## src/verilog/xrf_pkg.sv

```systemverilog
package xrf_pkg;

   // register file geometry
   localparam int XRF_WIDTH      = 32;
   localparam int XRF_BYTES      = XRF_WIDTH / 8;
   localparam int XRF_DEPTH      = 64;
   localparam int XRF_ADDR_W     = $clog2(XRF_DEPTH);

   // one bank per write port
   localparam int XRF_WPORTS     = 2;
   localparam int XRF_RPORTS     = 2;
   localparam int XRF_LVT_COPIES = XRF_WPORTS - 1;

   typedef struct packed {
      logic                  en;
      logic [XRF_ADDR_W-1:0] addr;
      logic [XRF_BYTES-1:0]  bwe;
      logic [XRF_WIDTH-1:0]  data;
   } xrf_wr_req_t;

   typedef struct packed {
      logic                  en;
      logic [XRF_ADDR_W-1:0] addr;
   } xrf_rd_req_t;

   // write side of one RAM copy
   typedef struct packed {
      logic [XRF_ADDR_W-1:0] addr;
      logic [XRF_BYTES-1:0]  bwe;
      logic [XRF_WIDTH-1:0]  data;
   } xrf_ram_wr_t;

   // k-th index of a list that leaves out entry skip
   function automatic int xrf_other(int k, int skip);
      return (k < skip) ? k : k + 1;
   endfunction

   // copy slot in bank b that serves writer w
   function automatic int xrf_copy_idx(int w, int b);
      return (w < b) ? w : w - 1;
   endfunction

endpackage

```

## src/verilog/xrf_write_encode.sv

```systemverilog
module xrf_write_encode
   import xrf_pkg::*;
(
   input  logic                                     clk,
   input  logic                                     rstn,
   input  xrf_wr_req_t                              wr_i,
   input  logic [XRF_LVT_COPIES-1:0][XRF_WIDTH-1:0] others_i,
   output xrf_ram_wr_t                              ram_wr_o,
   output logic [XRF_BYTES-1:0]                     we_o
);

   xrf_wr_req_t          wr_q;
   logic [XRF_WIDTH-1:0] enc_data;

   // input register stage
   always_ff @(posedge clk)
   begin
      if (!rstn)
      begin
         wr_q.en <= 1'b0;
      end
      else
      begin
         wr_q.en <= wr_i.en;
      end
   end

   always_ff @(posedge clk)
   begin
      wr_q.addr <= wr_i.addr;
      wr_q.bwe  <= wr_i.bwe;
      wr_q.data <= wr_i.data;
   end

   // fold in what the other banks hold at this address,
   // so that the XOR over all banks yields the new word
   always_comb
   begin
      enc_data = wr_q.data;
      for (int c = 0; c < XRF_LVT_COPIES; c++)
      begin
         enc_data = enc_data ^ others_i[c];
      end
   end

   assign ram_wr_o.addr = wr_q.addr;
   assign ram_wr_o.bwe  = wr_q.bwe;
   assign ram_wr_o.data = enc_data;

   // lanes only fire for a captured request
   assign we_o = wr_q.bwe & {XRF_BYTES{wr_q.en}};

endmodule

```

## config.mk

```make
export PLATFORM = sky130hd
export DESIGN_NAME = xrf_write_encode
export DESIGN_NICKNAME = d
export VERILOG_FILES = /design/src/verilog/xrf_pkg.sv /design/src/verilog/xrf_write_encode.sv
export SDC_FILE = /design/constraint.sdc
export NUM_CORES = 1
export LEC_CHECK = 0
export ABC_AREA = 1
export BUFFER_PORTS_ARGS = -buffer_cell sky130_fd_sc_hd__buf_2
export CAP_MARGIN = 20
export CORE_MARGIN = 2
export CORE_UTILIZATION = 40
export CTS_BUF_LIST = sky130_fd_sc_hd__clkbuf_8
export CTS_CLUSTER_SIZE = 10
export DETAILED_ROUTE_END_ITERATION = 10
export PLACE_DENSITY_LB_ADDON = 0.3
export SLEW_MARGIN = 30
export SYNTH_ARGS = -nofsm -noshare
export SYNTH_HDL_FRONTEND = slang
export SYNTH_SLANG_ARGS = --single-unit
```

## constraint.sdc

```tcl
create_clock -name clk -period 0.8 [get_ports clk]
set_clock_uncertainty 0.05 [all_clocks]
set_input_delay 0.04 -clock clk [delete_from_list [all_inputs] [get_ports clk]]
set_output_delay 0.04 -clock clk [all_outputs]
set_load 0.01 [all_outputs]
```

=== After elaboration in Yosys (flattened, before gate mapping) ===
Index checks and enable logic that the tools add are counted.

* Register bits after elaboration: 43
* Input port bits: 77
* Output and inout port bits: 46
* Word-level logic and storage cells: 6

* Bitwise logic cells: 2

{| class="wikitable"
|+ Operator list
! cell !! count
|-
| $xor A32 B32 Y32 || 1
|-
| $and A4 B4 Y4 || 1
|}

=== Longest topological paths before layout ===
* Depth after elaboration: 1
* Gate-level depth with buffers: 3
* Depth with buffers taken out: 3

=== Worst setup path before layout ===
No wires, ideal clock.

* Kind: reg2out
* Start point: register wr_q[42] in the netlist's numbering
* End point: output port we_o[0]
* Arrival time: 0.471 ns
* Data required time: 0.710 ns
* Setup slack: 0.239 ns
* Cell stages (with the launch flop): 3
* Path buffers: 0
* Path through: dfxtp_1 > nand2_1 > inv_1

* Cells in the longest elaborated chain, start to end: 1

{| class="wikitable"
|+ Ends and longest elaborated chain
! element !! RTL line !! source
|-
| start: declaration || xrf_write_encode.sv:12 || <nowiki>xrf_wr_req_t wr_q;</nowiki>
|-
| $and A4 B4 Y4 || xrf_write_encode.sv:51 || <nowiki>assign we_o = wr_q.bwe & {XRF_BYTES{wr_q.en}};</nowiki>
|-
| end: declaration || xrf_write_encode.sv:9 || <nowiki>output logic [XRF_BYTES-1:0] we_o</nowiki>
|}

Every way passes these cells.

==> flow_metrics.tcl <==
set metrics [dict create \
    cp-start-kind "register" \
    synth.most_common_cell "nand2_1" \
    detail_route.iter0.violations 18 \
    routed_wirelength_mm 4.72 \
    synth_top_area_frac 0.547 \
    internal-power_mw 3.39 \
    syn-instance-count 223 \
    leakagePower_nw 1.75 \
    dp_hpwl_mm 2.70 \
    dpl_worst_slack_ns 0.0821 \
    syn2layout_area_growth_pct 83.3 \
    finalMaxSlewViolations 0 \
    tritoncts "built" \
    drive_above_1_share 0.576 \
    ant_nets 0 \
    placed_cell_area_mm2 0.00217 \
    ys_top_cells_by_area "dfxtp_1 (55%), nand2_1 (24%), inv_1 (16%), buf_4 (4.8%)" \
    crit_top_cell "nand2_2" \
    cp_top_family "flip-flops" \
    ys_warn_count 0 \
    critPathKind "register to output pin" \
    io_buffers 122 \
    swShare 0.258 \
    grt_usage 0.199 \
    drc 0 \
    syn_avg_cell_area_um2 7.06 \
    viasPerCell 4.15 \
    seq_area_frac_synth 0.547 \
    async_reset_ff_frac 0 \
    placed_cells 383 \
    firstDrtPassIters 4 \
    htreeDepth 2 \
    cpPeakStageDelay_ns 0.35 \
    max_cap_viol_count 0 \
    antenna_found_initial 0 \
    final_cells 435 \
    gp_congestion 0.707 \
    yosys.cell_types.count 4 \
    ios 123 \
    crit_slowest_cell "dfxtp_2" \
    rsz0062_at_grt "yes" \
    coreArea_mm2 0.00372 \
    syn_nets 300 \
    period_minus_slack_ns 0.994 \
    synth_ff_type "dfxtp_1" \
    synth_enable_flop_cells 0 \
    violations "negative setup slack" \
    yosysTopAreaCell "dfxtp_1" \
    grt_max_degree 14 \
    clock_sinks 43 \
    die_area_mm2 0.00445 \
    switchingPower_mw 1.18 \
    cp.arrival_ns 0.90 \
    ir_worst_vdd_mv 1.40 \
    path_cells "inv_2 > nand2_2 > nand2_2 > buf_6" \
    tns_ns -6.17 \
    final_nets 463 \
    die_h_um 66.7 \
    setup_viol 46 \
    root_buffer "clkbuf_8" \
    cts_inserted_buffers 5 \
    tightestPinTransition_ns 0.0844 \
    vias 1804 \
    min_path_type "primary input to output pin" \
    die_w_um 66.7 \
    cp_max_fo 2 \
    synth-seq-cells 43 \
    cts.path.max_buffers 2 \
    fillers 269 \
    max_freq_mhz 1010 \
    cp.required_ns 0.71 \
    finalHoldViolCount 0 \
    path_buf_inv 2 \
    slew_headroom 0.944 \
    final-seq-area_um2 913 \
    grt_pass1_wl_mm 6.59 \
    status "complete, but fails checks" \
    multi_input_area_um2 429 \
    post-route-period-util 1.24 \
    powerDensity_mw_per_mm2 1580 \
    critPathCaptureType "output pin" \
    initial_utilization 0.424 \
    stdcell_area_mm2 0.00289 \
    seq_power_share 0.515 \
    fin_util 0.776 \
    first_global_vias 1740 \
    yosys-top-cells-count "nand2_1 (101), inv_1 (69), dfxtp_1 (43)" \
    rows 22 \
    p_comb_frac 0.199 \
    setup_slack_ns -0.194 \
    antenna_cells 0 \
    p_clk_frac 0.286 \
    clk_pin_slew_ns 0.08 \
    overflow 0 \
    syn_area_mm2 0.00157 \
    wl_per_cell_um 10.8 \
]
[power groups by stage]
stage               combinational, mW  clock [mW]  sequential, mW
floorplan                       0.305           0            2.35
global placement                0.607           0            2.35
detailed placement              0.630           0            2.36
CTS                             0.815        1.35            2.33
global route                     1.00        1.45            2.37
finish                          0.911        1.31            2.35
[path summary, 6_finish.rpt]
check / from / end / slack [ns] / cells past startpoint
max: wr_q[19] / ram_wr_o[19] / -0.19 / 4
min: others_i[17] / ram_wr_o[17] / 0.31 / 4
[per-stage QoR]
| step | power [mW] | hold WS [ns] |
|---|---|---|
| global route | 4.81 | 0.320 |
| finish | 4.57 | 0.315 |
| floorplan | 2.65 | 0.0177 |
| global placement | 2.96 | 0.0922 |
| CTS | 4.49 | 0.315 |
| detailed placement | 2.99 | 0.0936 |
[state kept, by name, summed over array words and instances, names as in the netlist]
register / cells
ram_wr_o: 10
wr_q: 33
[cell families (layout without fill, tap and decap cells)]
family	Yosys count	count (layout)	synth area share
and+or+nand+nor	101	101	0.241
buffers and inverters	79	243	0.212
DFF	43	43	0.547
[timing repair]
item	4_1_cts	5_1_grt
pin swaps	33	17
resized for setup	54	55
buffers inserted	0	0
setup endpoints to repair	46	46
hold buffers	44	0
hold endpoints to repair	43	0
[final cells by class]
type	instances	area share
Timing Repair Buffer	166	0.395
Sequential cell	43	0.317
Multi-Input combinational cell	101	0.149
Inverter	69	0.0898
Clock buffer	5	0.0239
Tap cell	48	0.0208
Clock inverter	3	0.00564
[routing by layer]
metal / track usage / vias up / share of wire / wire (um)
met5: 0 / - / 0 / 0
met4: 0.0944 / 0 / 0.022 / 103
met3: 0.0507 / 12 / 0.098 / 464
met2: 0.406 / 89 / 0.54 / 2550
met1: 0.174 / 782 / 0.34 / 1600
li1: - / 921 / - / -
[layout by cell type, fill, tap and decap left out, drive strengths merged]
cell type    count
nand2          101
dfxtp           43
buf            122
clkinvlp         1
clkbuf           5
inv             70
clkinv           1
dlygate4sd3     44
Note: power is estimated with default switching activity, not from simulation.
